--- src/fpu_params.svh ---
`ifndef FPU_PARAMS_SVH
`define FPU_PARAMS_SVH

// binary32 field layout
`define FPU_MAN_W 23
`define FPU_EXP_BIAS 127

// internal signed exponent, wide enough for the raw product exponent
`define FPU_EXP_W 10

`define FPU_QNAN 32'h7fc00000

// stages between an accepted input and its result
`define FPU_LATENCY 3

`endif

--- src/fpu_pkg.sv ---
package fpu_pkg;

	// rounding modes, same encoding as the RISC-V frm field
	typedef enum logic [2:0] {
		FPU_RM_RNE = 3'd0,
		FPU_RM_RTZ = 3'd1,
		FPU_RM_RDN = 3'd2,
		FPU_RM_RUP = 3'd3,
		FPU_RM_RMM = 3'd4
	} fpu_rm_e;

	// operand class once subnormals are flushed
	typedef enum logic [1:0] {
		CLS_ZERO,
		CLS_NORM,
		CLS_INF,
		CLS_NAN
	} fpu_class_e;

endpackage

--- src/rshifter.sv ---
`timescale 1ns/1ps

module rshifter #(
	parameter int width = 25,
	parameter int sel_w = 5
) (
	input	logic	[width-1:0]	in,
	input	logic	[sel_w-1:0]	sel,
	input	logic				sgn,
	output	logic	[width-1:0]	out,
	output	logic				sticky_bit
);

	// ones on every bit position that falls off the right end
	logic	[width-1:0]	lost_mask;

	assign lost_mask = ~({width{1'b1}} << sel);

	always_comb begin
		if (sgn)
			out = $signed(in) >>> sel;
		else
			out = in >> sel;
	end

	assign sticky_bit = |(in & lost_mask);

endmodule

--- src/rounding_logic.sv ---
`timescale 1ns/1ps

module rounding_logic import fpu_pkg::*; #(
	parameter int width = 23
) (
	input	fpu_rm_e			rm,
	input	logic				sticky_bit,
	input	logic				round_bit,
	input	logic				sgn,
	input	logic	[width-1:0]	in,
	output	logic	[width-1:0]	out,
	output	logic				carry,
	output	logic				inexact
);

	logic	inc;
	logic	discarded;

	assign discarded = round_bit | sticky_bit;

	always_comb begin
		case (rm)
			// tie goes to even
			FPU_RM_RNE: inc = round_bit & (sticky_bit | in[0]);
			FPU_RM_RTZ: inc = 1'b0;
			FPU_RM_RDN: inc = sgn & discarded;
			FPU_RM_RUP: inc = !sgn & discarded;
			// tie goes away from zero
			FPU_RM_RMM: inc = round_bit;
			default: inc = 1'b0;
		endcase
	end

	// carry out means the mantissa wrapped to the next binade
	assign {carry, out} = {1'b0, in} + {{width{1'b0}}, inc};

	assign inexact = discarded;

endmodule

--- src/fpu_unpack.sv ---
`timescale 1ns/1ps
`include "fpu_params.svh"

module fpu_unpack import fpu_pkg::*; (
	input	logic				clk,
	input	logic				reset,
	input	logic				valid_in,
	output	logic				ready_out,
	output	logic				valid_out,
	input	logic				ready_in,
	input	logic	[31:0]		a,
	input	logic	[31:0]		b,
	input	fpu_rm_e			rm,
	output	logic	[`FPU_MAN_W:0]	man_a,
	output	logic	[`FPU_MAN_W:0]	man_b,
	output	logic	[7:0]		exp_a,
	output	logic	[7:0]		exp_b,
	output	logic				sgn,
	output	fpu_rm_e			rm_out,
	output	logic				skip_round,
	output	logic	[31:0]		spec_out,
	output	logic				IV
);

	fpu_class_e		cls_a;
	fpu_class_e		cls_b;
	logic			snan_a;
	logic			snan_b;
	logic			sgn_c;
	logic			skip_c;
	logic			iv_c;
	logic	[31:0]	spec_c;

	// zero exponent counts as zero, so subnormal inputs are flushed here
	function automatic fpu_class_e classify(input logic [31:0] x);
		fpu_class_e cls;
		if (x[30:23] == 8'h00)
			cls = CLS_ZERO;
		else if (x[30:23] != 8'hff)
			cls = CLS_NORM;
		else if (x[22:0] == '0)
			cls = CLS_INF;
		else
			cls = CLS_NAN;
		return cls;
	endfunction

	assign ready_out = ready_in;

	assign cls_a = classify(a);
	assign cls_b = classify(b);
	// quiet bit clear means signaling
	assign snan_a = (cls_a == CLS_NAN) && !a[22];
	assign snan_b = (cls_b == CLS_NAN) && !b[22];
	assign sgn_c = a[31] ^ b[31];

	always_comb begin
		skip_c = 1'b1;
		iv_c = 1'b0;
		spec_c = {sgn_c, 31'h0};
		if (cls_a == CLS_NAN || cls_b == CLS_NAN) begin
			spec_c = `FPU_QNAN;
			iv_c = snan_a | snan_b;
		end else if ((cls_a == CLS_INF && cls_b == CLS_ZERO) ||
				(cls_a == CLS_ZERO && cls_b == CLS_INF)) begin
			// inf * 0 is invalid
			spec_c = `FPU_QNAN;
			iv_c = 1'b1;
		end else if (cls_a == CLS_INF || cls_b == CLS_INF) begin
			spec_c = {sgn_c, 8'hff, 23'h0};
		end else if (cls_a == CLS_ZERO || cls_b == CLS_ZERO) begin
			spec_c = {sgn_c, 31'h0};
		end else begin
			skip_c = 1'b0;
		end
	end

	always_ff @(posedge clk, posedge reset) begin
		if (reset) begin
			valid_out <= 1'b0;
			skip_round <= 1'b0;
			IV <= 1'b0;
		end else if (valid_in && ready_out) begin
			valid_out <= 1'b1;
			skip_round <= skip_c;
			IV <= iv_c;
		end else if (valid_out && ready_in) begin
			valid_out <= 1'b0;
		end
	end

	always_ff @(posedge clk) begin
		if (valid_in && ready_out) begin
			man_a <= {1'b1, a[22:0]};
			man_b <= {1'b1, b[22:0]};
			exp_a <= a[30:23];
			exp_b <= b[30:23];
			sgn <= sgn_c;
			rm_out <= rm;
			spec_out <= spec_c;
		end
	end

endmodule

--- src/fpu_mul_core.sv ---
`timescale 1ns/1ps
`include "fpu_params.svh"

module fpu_mul_core import fpu_pkg::*; (
	input	logic					clk,
	input	logic					reset,
	input	logic					valid_in,
	output	logic					ready_out,
	output	logic					valid_out,
	input	logic					ready_in,
	input	logic	[`FPU_MAN_W:0]		man_a,
	input	logic	[`FPU_MAN_W:0]		man_b,
	input	logic	[7:0]			exp_a,
	input	logic	[7:0]			exp_b,
	input	logic					sgn,
	input	fpu_rm_e				rm,
	input	logic					skip_round,
	input	logic	[31:0]			spec_in,
	input	logic					IV_in,
	output	logic	[`FPU_MAN_W:0]		man_out,
	output	logic	[`FPU_EXP_W-1:0]	exp_out,
	output	logic					sgn_out,
	output	logic					round_bit,
	output	logic					sticky_bit,
	output	logic					skip_round_out,
	output	logic					IV_out,
	output	fpu_rm_e				rm_out
);

	localparam logic [`FPU_EXP_W-1:0] bias_x2 = 2 * `FPU_EXP_BIAS;

	logic	[2*`FPU_MAN_W+1:0]	prod;
	logic						norm;
	logic	[`FPU_MAN_W:0]		man_c;
	logic	[`FPU_EXP_W-1:0]	exp_c;
	logic						sgn_c;
	logic						round_c;
	logic						sticky_c;

	assign ready_out = ready_in;

	// 1.x * 1.x lies in [1, 4)
	assign prod = man_a * man_b;
	assign norm = prod[2*`FPU_MAN_W+1];

	always_comb begin
		exp_c = {2'b00, exp_a} + {2'b00, exp_b} + {9'd0, norm} - bias_x2;
		sgn_c = sgn;
		if (norm) begin
			man_c = prod[47:24];
			round_c = prod[23];
			sticky_c = |prod[22:0];
		end else begin
			man_c = prod[46:23];
			round_c = prod[22];
			sticky_c = |prod[21:0];
		end
		// special result rides on the mantissa and exponent lanes
		if (skip_round) begin
			man_c = {1'b0, spec_in[22:0]};
			exp_c = {2'b00, spec_in[30:23]};
			sgn_c = spec_in[31];
			round_c = 1'b0;
			sticky_c = 1'b0;
		end
	end

	always_ff @(posedge clk, posedge reset) begin
		if (reset) begin
			valid_out <= 1'b0;
			skip_round_out <= 1'b0;
			IV_out <= 1'b0;
		end else if (valid_in && ready_out) begin
			valid_out <= 1'b1;
			skip_round_out <= skip_round;
			IV_out <= IV_in;
		end else if (valid_out && ready_in) begin
			valid_out <= 1'b0;
		end
	end

	always_ff @(posedge clk) begin
		if (valid_in && ready_out) begin
			man_out <= man_c;
			exp_out <= exp_c;
			sgn_out <= sgn_c;
			round_bit <= round_c;
			sticky_bit <= sticky_c;
			rm_out <= rm;
		end
	end

endmodule

--- src/post_processor.sv ---
`timescale 1ns/1ps
`include "fpu_params.svh"

module post_processor import fpu_pkg::*; (
	input	logic					clk,
	input	logic					reset,
	input	logic					valid_in,
	output	logic					ready_out,
	output	logic					valid_out,
	input	logic					ready_in,
	input	fpu_rm_e				rm,
	input	logic	[`FPU_MAN_W:0]		man_in,
	input	logic	[`FPU_EXP_W-1:0]	exp_in,
	input	logic					sgn_in,
	input	logic					round_bit,
	input	logic					sticky_bit,
	input	logic					skip_round,
	input	logic					IV_in,
	output	logic	[31:0]			float_out,
	output	logic					IV,
	output	logic					OF,
	output	logic					UF,
	output	logic					IE
);

	localparam logic [`FPU_EXP_W-1:0] bias = `FPU_EXP_BIAS;

	fpu_rm_e					reg_rm;
	logic	[`FPU_MAN_W-1:0]	reg_man;
	logic	[`FPU_EXP_W-1:0]	reg_exp;
	logic						reg_sgn;
	logic						reg_round_bit;
	logic						reg_sticky_bit;
	logic						reg_skip_round;
	logic						reg_equal;
	logic						reg_less;

	logic	[`FPU_EXP_W-1:0]	exp_sum;
	logic	[`FPU_EXP_W-1:0]	exp_biased;
	logic						equal;
	logic						less;
	logic	[`FPU_EXP_W-1:0]	offset;
	logic	[4:0]				shift_sel;

	logic	[`FPU_MAN_W+1:0]	shifter_out;
	logic						shift_sticky;

	logic	[`FPU_MAN_W-1:0]	man_rounded;
	logic	[`FPU_EXP_W-1:0]	exp_rounded;
	logic						inc_exp;
	logic						inexact;
	logic						max_finite;

	assign ready_out = ready_in;

	// rebias, then find out whether the result lands in the subnormal range
	assign exp_sum = exp_in + bias;
	assign equal = (exp_sum == '0);
	assign less = exp_sum[`FPU_EXP_W-1];

	// biased exponent <= 0 needs 1 - e extra shifts, result exponent becomes 0
	assign offset = (equal || less) ? 10'd1 - exp_sum : '0;
	assign exp_biased = (equal || less) ? '0 : exp_sum;
	assign shift_sel = |offset[9:5] ? 5'h1f : offset[4:0];

	// round bit travels along as the lsb so it shifts with the mantissa
	rshifter #(
		.width(`FPU_MAN_W + 2),
		.sel_w(5)
	) u_rshifter (
		.in({man_in, round_bit}),
		.sel(shift_sel),
		.sgn(1'b0),
		.out(shifter_out),
		.sticky_bit(shift_sticky)
	);

	always_ff @(posedge clk, posedge reset) begin
		if (reset) begin
			valid_out <= 1'b0;
			reg_rm <= FPU_RM_RNE;
			reg_man <= '0;
			reg_exp <= '0;
			reg_sgn <= 1'b0;
			reg_round_bit <= 1'b0;
			reg_sticky_bit <= 1'b0;
			reg_skip_round <= 1'b0;
			reg_equal <= 1'b0;
			reg_less <= 1'b0;
			IV <= 1'b0;
		end else if (valid_in && ready_out) begin
			valid_out <= 1'b1;
			reg_rm <= rm;
			reg_sgn <= sgn_in;
			reg_skip_round <= skip_round;
			if (skip_round) begin
				// already packed, just hold it
				reg_man <= man_in[`FPU_MAN_W-1:0];
				reg_exp <= exp_in;
				reg_round_bit <= 1'b0;
				reg_sticky_bit <= 1'b0;
				reg_equal <= 1'b0;
				reg_less <= 1'b0;
				IV <= IV_in;
			end else begin
				// hidden bit at shifter_out[24] is dropped
				reg_man <= shifter_out[`FPU_MAN_W:1];
				reg_exp <= exp_biased;
				reg_round_bit <= shifter_out[0];
				reg_sticky_bit <= sticky_bit | shift_sticky;
				reg_equal <= equal;
				reg_less <= less;
				IV <= 1'b0;
			end
		end else if (valid_out && ready_in) begin
			// idle output reads as all zero
			valid_out <= 1'b0;
			reg_rm <= FPU_RM_RNE;
			reg_man <= '0;
			reg_exp <= '0;
			reg_sgn <= 1'b0;
			reg_round_bit <= 1'b0;
			reg_sticky_bit <= 1'b0;
			reg_skip_round <= 1'b0;
			reg_equal <= 1'b0;
			reg_less <= 1'b0;
			IV <= 1'b0;
		end
	end

	rounding_logic #(
		.width(`FPU_MAN_W)
	) u_rounding_logic (
		.rm(reg_rm),
		.sticky_bit(reg_sticky_bit),
		.round_bit(reg_round_bit),
		.sgn(reg_sgn),
		.in(reg_man),
		.out(man_rounded),
		.carry(inc_exp),
		.inexact(inexact)
	);

	// modes that round toward zero for this sign clamp to max finite
	assign max_finite = (reg_rm == FPU_RM_RTZ) ||
		(reg_rm == FPU_RM_RDN && !reg_sgn) ||
		(reg_rm == FPU_RM_RUP && reg_sgn);

	always_comb begin
		exp_rounded = reg_exp + {9'd0, inc_exp};
		float_out = {reg_sgn, reg_exp[7:0], reg_man};
		OF = 1'b0;
		UF = 1'b0;
		IE = 1'b0;
		if (!reg_skip_round) begin
			if (exp_rounded >= 10'd255) begin
				OF = 1'b1;
				IE = 1'b1;
				if (max_finite)
					float_out = {reg_sgn, 31'h7f7fffff};
				else
					float_out = {reg_sgn, 31'h7f800000};
			end else begin
				IE = inexact;
				// a carry out of a subnormal at e == 0 reaches the normal range
				UF = inexact && (reg_less || (reg_equal && !inc_exp));
				float_out = {reg_sgn, exp_rounded[7:0], man_rounded};
			end
		end
	end

endmodule

--- src/fpu_mul.sv ---
`timescale 1ns/1ps
`include "fpu_params.svh"

module fpu_mul import fpu_pkg::*; (
	input	logic			clk,
	input	logic			reset,
	input	logic			valid_in,
	output	logic			ready_out,
	output	logic			valid_out,
	input	logic			ready_in,
	input	logic	[31:0]	a,
	input	logic	[31:0]	b,
	input	fpu_rm_e		rm,
	output	logic	[31:0]	float_out,
	output	logic			IV,
	output	logic			OF,
	output	logic			UF,
	output	logic			IE
);

	// unpack to multiply
	logic						s1_valid;
	logic						s1_ready;
	logic	[`FPU_MAN_W:0]		s1_man_a;
	logic	[`FPU_MAN_W:0]		s1_man_b;
	logic	[7:0]				s1_exp_a;
	logic	[7:0]				s1_exp_b;
	logic						s1_sgn;
	fpu_rm_e					s1_rm;
	logic						s1_skip_round;
	logic	[31:0]				s1_spec;
	logic						s1_iv;

	// multiply to post processing
	logic						s2_valid;
	logic						s2_ready;
	logic	[`FPU_MAN_W:0]		s2_man;
	logic	[`FPU_EXP_W-1:0]	s2_exp;
	logic						s2_sgn;
	logic						s2_round_bit;
	logic						s2_sticky_bit;
	logic						s2_skip_round;
	logic						s2_iv;
	fpu_rm_e					s2_rm;

	fpu_unpack u_unpack (
		.clk(clk),
		.reset(reset),
		.valid_in(valid_in),
		.ready_out(ready_out),
		.valid_out(s1_valid),
		.ready_in(s1_ready),
		.a(a),
		.b(b),
		.rm(rm),
		.man_a(s1_man_a),
		.man_b(s1_man_b),
		.exp_a(s1_exp_a),
		.exp_b(s1_exp_b),
		.sgn(s1_sgn),
		.rm_out(s1_rm),
		.skip_round(s1_skip_round),
		.spec_out(s1_spec),
		.IV(s1_iv)
	);

	fpu_mul_core u_mul_core (
		.clk(clk),
		.reset(reset),
		.valid_in(s1_valid),
		.ready_out(s1_ready),
		.valid_out(s2_valid),
		.ready_in(s2_ready),
		.man_a(s1_man_a),
		.man_b(s1_man_b),
		.exp_a(s1_exp_a),
		.exp_b(s1_exp_b),
		.sgn(s1_sgn),
		.rm(s1_rm),
		.skip_round(s1_skip_round),
		.spec_in(s1_spec),
		.IV_in(s1_iv),
		.man_out(s2_man),
		.exp_out(s2_exp),
		.sgn_out(s2_sgn),
		.round_bit(s2_round_bit),
		.sticky_bit(s2_sticky_bit),
		.skip_round_out(s2_skip_round),
		.IV_out(s2_iv),
		.rm_out(s2_rm)
	);

	post_processor u_post_processor (
		.clk(clk),
		.reset(reset),
		.valid_in(s2_valid),
		.ready_out(s2_ready),
		.valid_out(valid_out),
		.ready_in(ready_in),
		.rm(s2_rm),
		.man_in(s2_man),
		.exp_in(s2_exp),
		.sgn_in(s2_sgn),
		.round_bit(s2_round_bit),
		.sticky_bit(s2_sticky_bit),
		.skip_round(s2_skip_round),
		.IV_in(s2_iv),
		.float_out(float_out),
		.IV(IV),
		.OF(OF),
		.UF(UF),
		.IE(IE)
	);

endmodule

--- config.mk ---
export PLATFORM = sky130hd
export DESIGN_NAME = fpu_mul
export DESIGN_NICKNAME = d
export VERILOG_FILES = /design/src/fpu_pkg.sv /design/src/rshifter.sv /design/src/rounding_logic.sv /design/src/fpu_unpack.sv /design/src/fpu_mul_core.sv /design/src/post_processor.sv /design/src/fpu_mul.sv
export VERILOG_INCLUDE_DIRS = /design/src
export SDC_FILE = /design/constraint.sdc
export NUM_CORES = 2
export LEC_CHECK = 0
export ABC_AREA = 1
export BUFFER_PORTS_ARGS = -buffer_cell sky130_fd_sc_hd__buf_4
export CAP_MARGIN = 20
export CORE_MARGIN = 10
export CORE_UTILIZATION = 30
export CTS_BUF_LIST = sky130_fd_sc_hd__clkbuf_16
export DETAILED_ROUTE_END_ITERATION = 8
export GPL_ROUTABILITY_DRIVEN = 0
export SLEW_MARGIN = 0
export SYNTH_ARGS = -nofsm -noshare
export SYNTH_HDL_FRONTEND = slang
export SYNTH_SLANG_ARGS = --single-unit
--- constraint.sdc ---
create_clock -name clk -period 8.2 [get_ports clk]
set_clock_uncertainty 0.05 [all_clocks]
set_input_delay 0.82 -clock clk [delete_from_list [all_inputs] [get_ports clk]]
set_output_delay 0.82 -clock clk [all_outputs]
set_load 0.02 [all_outputs]
; ---- After elaboration in Yosys (flattened, before gate mapping)
; Index checks and enable logic that the tools add are counted.
[word_totals]
inputBits = 71
register_bits = 188
wordCells = 161
[op_classes]
bitwise_logic = 10
add_sub_neg = 7
multipliers = 1
n_reduce_logical = 40
n_lt_le_gt_ge = 1
shifts = 2
muxes = 58
n_eq_ne = 10
[op_table]
columns = op, count
row1 = 31-bit 2-to-1 mux, 3
row2 = 23-bit 2-to-1 mux, 4
row3 = 10-bit 2-to-1 mux, 5
row4 = 24-bit by 24-bit multiplier with 48-bit output, 1
row5 = 24-bit 2-to-1 mux, 2
row6 = 23-bit logical NOT, 2
row7 = 1-bit 2-to-1 mux, 35
row8 = 25-bit AND, 1
row9 = 25-bit inverter, 1
row10 = 25-bit OR reduction, 1
row11 = 25-bit by 5-bit left shift with 25-bit output (first input constant), 1
row12 = 25-bit by 5-bit >> shifter with 24-bit output, 1
row13 = 23-bit by 1-bit adder with 24-bit output, 1
row14 = 23-bit OR reduction, 1
row15 = 22-bit OR reduction, 1
row16 = 10-bit by 1-bit adder with 10-bit output, 2
row17 = 8-bit logical NOT, 2
row18 = 8-bit != test (second input constant), 2
row19 = 1-bit logical AND, 12
row20 = 10-bit by 7-bit adder with 10-bit output (second input constant), 1
row21 = 10-bit by 8-bit >= comparator with 1-bit output (second input constant), 1
row22 = 10-bit logical NOT, 1
row23 = 1-bit by 10-bit subtractor with 10-bit output (first input constant), 1
row24 = 10-bit by 8-bit subtractor with 10-bit output (second input constant), 1
row25 = 20 further kinds, 46

; ---- Longest topological paths before layout
[depth]
depth_word = 13
mapped_depth = 38

; ---- Modules after synthesis
; From an unflattened synthesis, not the netlist that was laid out.
[unflattened]
hier_cells = 4470
area_unflattened_um2 = 32054.5
[by_module_without_submodules]
columns = mod, seq_area_each_um2, n_inst, cells_per_inst, area_per_inst_um2
row1 = fpu_mul_core, 1276.2, 1, 3155, 23038.3
row2 = post_processor, 1101.1, 1, 510, 3320.7
row3 = fpu_unpack, 2147.1, 1, 260, 3031.7
row4 = rshifter, 0.0, 1, 416, 1958.1
row5 = rounding_logic, 0.0, 1, 129, 705.7

; ---- Worst setup path after synthesis
; Ideal clock, no wire load.
[synth_path]
path_type = flip-flop to flip-flop
from = register u_unpack.man_a[20]
to = register u_mul_core.exp_out[8] (data pin)
stages_incl_launch_ff = 37
synth_period_minus_slack_ns = 7.754
path_buffers = 2
t_arrival_ns = 7.440
setup_slack_ns = 0.446
t_required_ns = 7.886
cell_sequence = edfxtp_1 -> clkbuf_1 -> nand2_1 -> fa_1 -> inv_1 -> fa_1 -> inv_1 -> fa_1 -> inv_1 -> fa_1 -> fa_1 -> fa_1 -> inv_1 -> fa_1 -> inv_1 -> ha_1 -> nand2_1 -> nor2_1 -> inv_1 -> nor2_1 -> inv_1 -> nor4_1 -> nand3_1 -> nand3_1 -> or2_1 -> nand2_1 -> inv_2 -> clkbuf_1 -> ha_1 -> inv_1 -> ha_1 -> nor2_1 -> nand2_1 -> nor3_1 -> nand2_1 -> o21ai_0 -> a21oi_1
[synth_via]
elab_chain_cells = 3
[synth_rtl]
columns = item, line
row1 = start: declaration, fpu_unpack.sv:14  ; output logic [`FPU_MAN_W:0] man_a,
row2 = start signal: assignment, fpu_unpack.sv:94  ; man_a <= {1'b1, a[22:0]};
row3 = 24-bit by 24-bit multiplier with 48-bit output, fpu_mul_core.sv:43  ; assign prod = man_a * man_b;
row4 = 10-bit by 1-bit adder with 10-bit output, fpu_mul_core.sv:47  ; exp_c = {2'b00, exp_a} + {2'b00, exp_b} + {9'd0, norm} - bias_x2;
row5 = 10-bit by 8-bit subtractor with 10-bit output, fpu_mul_core.sv:47
row6 = end signal: assignment, fpu_mul_core.sv:85  ; exp_out <= exp_c;
row7 = end: declaration, fpu_mul_core.sv:21  ; output logic [`FPU_EXP_W-1:0] exp_out,
; Every way passes these cells.
; A chain may end at the register's enable or synchronous reset.

; ---- Final worst setup path
[layout_path]
from = register u_unpack.man_b[20]
to = register u_mul_core.exp_out[8] (data pin)
[layout_via]
elab_chain_cells = 3
[layout_rtl]
columns = item, line
row1 = start: declaration, fpu_unpack.sv:15  ; output logic [`FPU_MAN_W:0] man_b,
row2 = start signal: assignment, fpu_unpack.sv:95  ; man_b <= {1'b1, b[22:0]};
row3 = 24-bit by 24-bit multiplier with 48-bit output, fpu_mul_core.sv:43
row4 = 10-bit by 1-bit adder with 10-bit output, fpu_mul_core.sv:47
row5 = 10-bit by 8-bit subtractor with 10-bit output, fpu_mul_core.sv:47
; Every way passes these cells.

==> results by group <==
Status
  – Status: completed

STA
  – F_max: 129 MHz
  – Min Tclk post-route: 7780 ps
  – Final setup margin: 418 ps
  – Worst slew pin tran: 1190 ps
  – Setup TNS: 0 ps
  – Period utilization: 94.9%
  – Final setup fails: 0
  – Slew Viols, Final: 0
  – Count of final hold-check violations: 0
  – Rel. slew slack: 20.1%

Drt
  – Via Count: 23725
  – Final WL: 81500 um
  – DR pass1 iterations: 5
  – DRT met1 WL: 35400 um
  – Via-to-Cell Ratio: 4.67
  – Drt initial violations: 1696
  – Avg WL per Cell: 16.0 um
  – DRC violations left: 0
  – Detail Route Antenna Nets: 0
  – Uppermost routed layer: met4
  – Routed wl met3: 5870 um
  – Met2 routed WL: 37500 um

Worst setup path
  – Depth of the most critical reg-to-reg path: 33
  – Worst Path Required: 8380 ps
  – WP buf/inv: 9
  – Worst Path Max Fanout: 13
  – CP Launch Type: register
  – FF-to-FF Start: u_unpack.man_b[20]$_DFFE_PP_
  – Worst path slowest cell: edfxtp_1
  – CP Class: register to register
  – Delay of the slowest critical-path stage: 760 ps
  – FF-to-FF setup slack: 420 ps
  – FF-to-FF End: u_mul_core.exp_out[8]$_SDFFCE_PP0P_
  – Cell repeated most along the worst path: inv_1
  – Cell family with most CP delay: adder cells
  – CP Capture Type: register
  – Critical path arrival: 7960 ps

Cells and area
  – Synth-to-layout area growth: 13.0%
  – Share of layout cells above drive strength 1: 8.46%
  – # diodes: 0
  – Area of the multi-input gates: 20200 um2
  – Post-route cell area: 32800 um2
  – Fin nets: 4540
  – Final core occ: 34.0%
  – Register area: 4520 um2
  – Fillers: 10149

Floorplan
  – Top Ports: 109
  – Initial core utilization: 30.1%
  – Die area: 110000 um2
  – Row Count: 114
  – Die Span Y: 331 um
  – Die X: 331 um
  – Core area: 96400 um2

Global route
  – Largest net degree at the start of global routing: 67
  – First-pass GRT wire length: 131000 um
  – GRT Overall Usage: 15.0%
  – Initial antenna violation count: 0
  – Overflow left after global routing: 0
  – Vias in the first global route: 24245

Synth
  – Yosys reg bits: 159
  – Synth area leaders: fa_1 33%, inv_1 13%, edfxtp_1 11%
  – Synth unique cells: 60
  – Post-synth EDFFs: 109
  – Area share of the largest cell type after synthesis: 33.3%
  – Register area share after synthesis: 15.6%
  – Synth Warn #: 0
  – Area of the mapped netlist: 29000 um2
  – Dominant cell by count in the synthesized netlist: inv_1
  – Ys async rst share: 31.4%
  – Avg Cell Area, Syn: 7.90 um2
  – Post-synth top cells: 982 x inv_1, 855 x nand2_1, 483 x fa_1
  – Mapped Cells: 3678
  – Dominant synthesized flop cell: edfxtp_1
  – Syn_nets: 4423
  – Synth area leader: fa_1

Clock network
  – CTS Root Cell: clkbuf_16
  – Clk_lat worst skew: 510 ps
  – CTS tree: done
  – Clock sinks: 159
  – Maximum buffer depth of the clock tree: 2
  – Clock slew at reported path FFs: 80 ps
  – CTS Buf Count: 17
  – H-tree depth: 4
  – # hold bufs at CTS: 0

Placed design
  – DP Worst Slack: 128 ps
  – Detail Placement HPWL: 66800 um
  – # port buffers: 108
  – Placed cell areas: 31700 um2

Job
  – # Max-Cap Violations: 0

Min path
  – Hold Crit Class: input port to async pin
-- per-layer routing --
metal | track usage, % | vias to the layer above
li1 | - | 11269
met1 | 19.7 | 11574
met2 | 24.4 | 749
met3 | 3.00 | 133
met4 | 5.33 | 0
met5 | 0 | -
-- sequential cells by signal (all words and copies together), names as in the netlist, 3 cells and up --
signal and flops:
u_mul_core.man_out 24, u_unpack.spec_out 3, u_unpack.man_a 23, u_post_processor.reg_rm 3, u_unpack.exp_b 8, u_post_processor.reg_exp 10, u_unpack.exp_a 8, u_unpack.man_b 23
u_post_processor.reg_man 23, u_unpack.rm_out 3, u_mul_core.rm_out 3, u_mul_core.exp_out 10
-- how the worst max path moves through the flow --
stage / end / from / depth (start not counted) / slack (ps)
floorplan: u_mul_core.exp_out[8]$_SDFFCE_PP0P_ / u_unpack.man_a[20]$_DFFE_PP_ / 36 / 450
global placement: u_mul_core.exp_out[8]$_SDFFCE_PP0P_ / u_unpack.man_a[12]$_DFFE_PP_ / 34 / 280
detailed placement: u_mul_core.exp_out[8]$_SDFFCE_PP0P_ / u_unpack.man_a[12]$_DFFE_PP_ / 34 / 130
CTS: u_mul_core.exp_out[8]$_SDFFCE_PP0P_ / u_unpack.man_a[12]$_DFFE_PP_ / 34 / 100
global route: u_mul_core.exp_out[8]$_SDFFCE_PP0P_ / u_unpack.man_a[20]$_DFFE_PP_ / 35 / -8
finish: u_mul_core.exp_out[8]$_SDFFCE_PP0P_ / u_unpack.man_b[20]$_DFFE_PP_ / 33 / 420
-- kinds of logic (layout without fill, tap and decap cells) --
family          count (synthesis)  in the layout  share of synthesized area (%)
compound gates                325            325                           6.70
xor+xnor                       68             68                           2.05
flops                         159            159                           15.6
fa+ha+maj                     674            674                           41.5
buf+inv                      1134           1264                           15.0
simple gates                 1318           1318                           19.1
-- cells in the final DEF (no fill, tap or decap), types with 31 or more instances in the layout --
cell	Yosys	layout
inv_1	982	980
nand2_1	855	855
fa_1	483	483
buf_4	8	202
ha_1	191	191
nor2_1	173	173
nand3_1	171	171
edfxtp_1	109	109
a21oi_1	104	104
o21ai_0	92	91
dfrtp_1	50	50
xor2_1	44	44
nor4_1	35	35
buf_12	0	31
-- what timing repair did --
| action | 4_1_cts | 5_1_grt |
|---|---|---|
| buffers inserted | 0 | 42 |
| setup endpoints to repair | 0 | 11 |
| gates resized for setup | 0 | 6 |
| endpoints found under the hold margin | 0 | 0 |
-- metrics by stage --
step / hold slack [ps] / std cells
after global placement: 355 / 5009
after floorplan: 350 / 3678
after global routing: 276 / 5084
final: 260 / 5084
after detailed placement: 355 / 5010
after CTS: 233 / 5042
-- cell type report --
| cell class | instances | share of cell area [%] |
|---|---|---|
| Clock buffer | 18 | 1.37 |
| Clock inverter | 14 | 0.450 |
| Timing Repair Buffer | 237 | 6.65 |
| Multi-Input combinational cell | 2385 | 61.5 |
| Tap cell | 1276 | 4.87 |
| Inverter | 995 | 11.4 |
| Sequential cell | 159 | 13.8 |
Power is not shown: default switching activity piles up to over one toggle a cycle in this logic, so the estimate is an artifact.
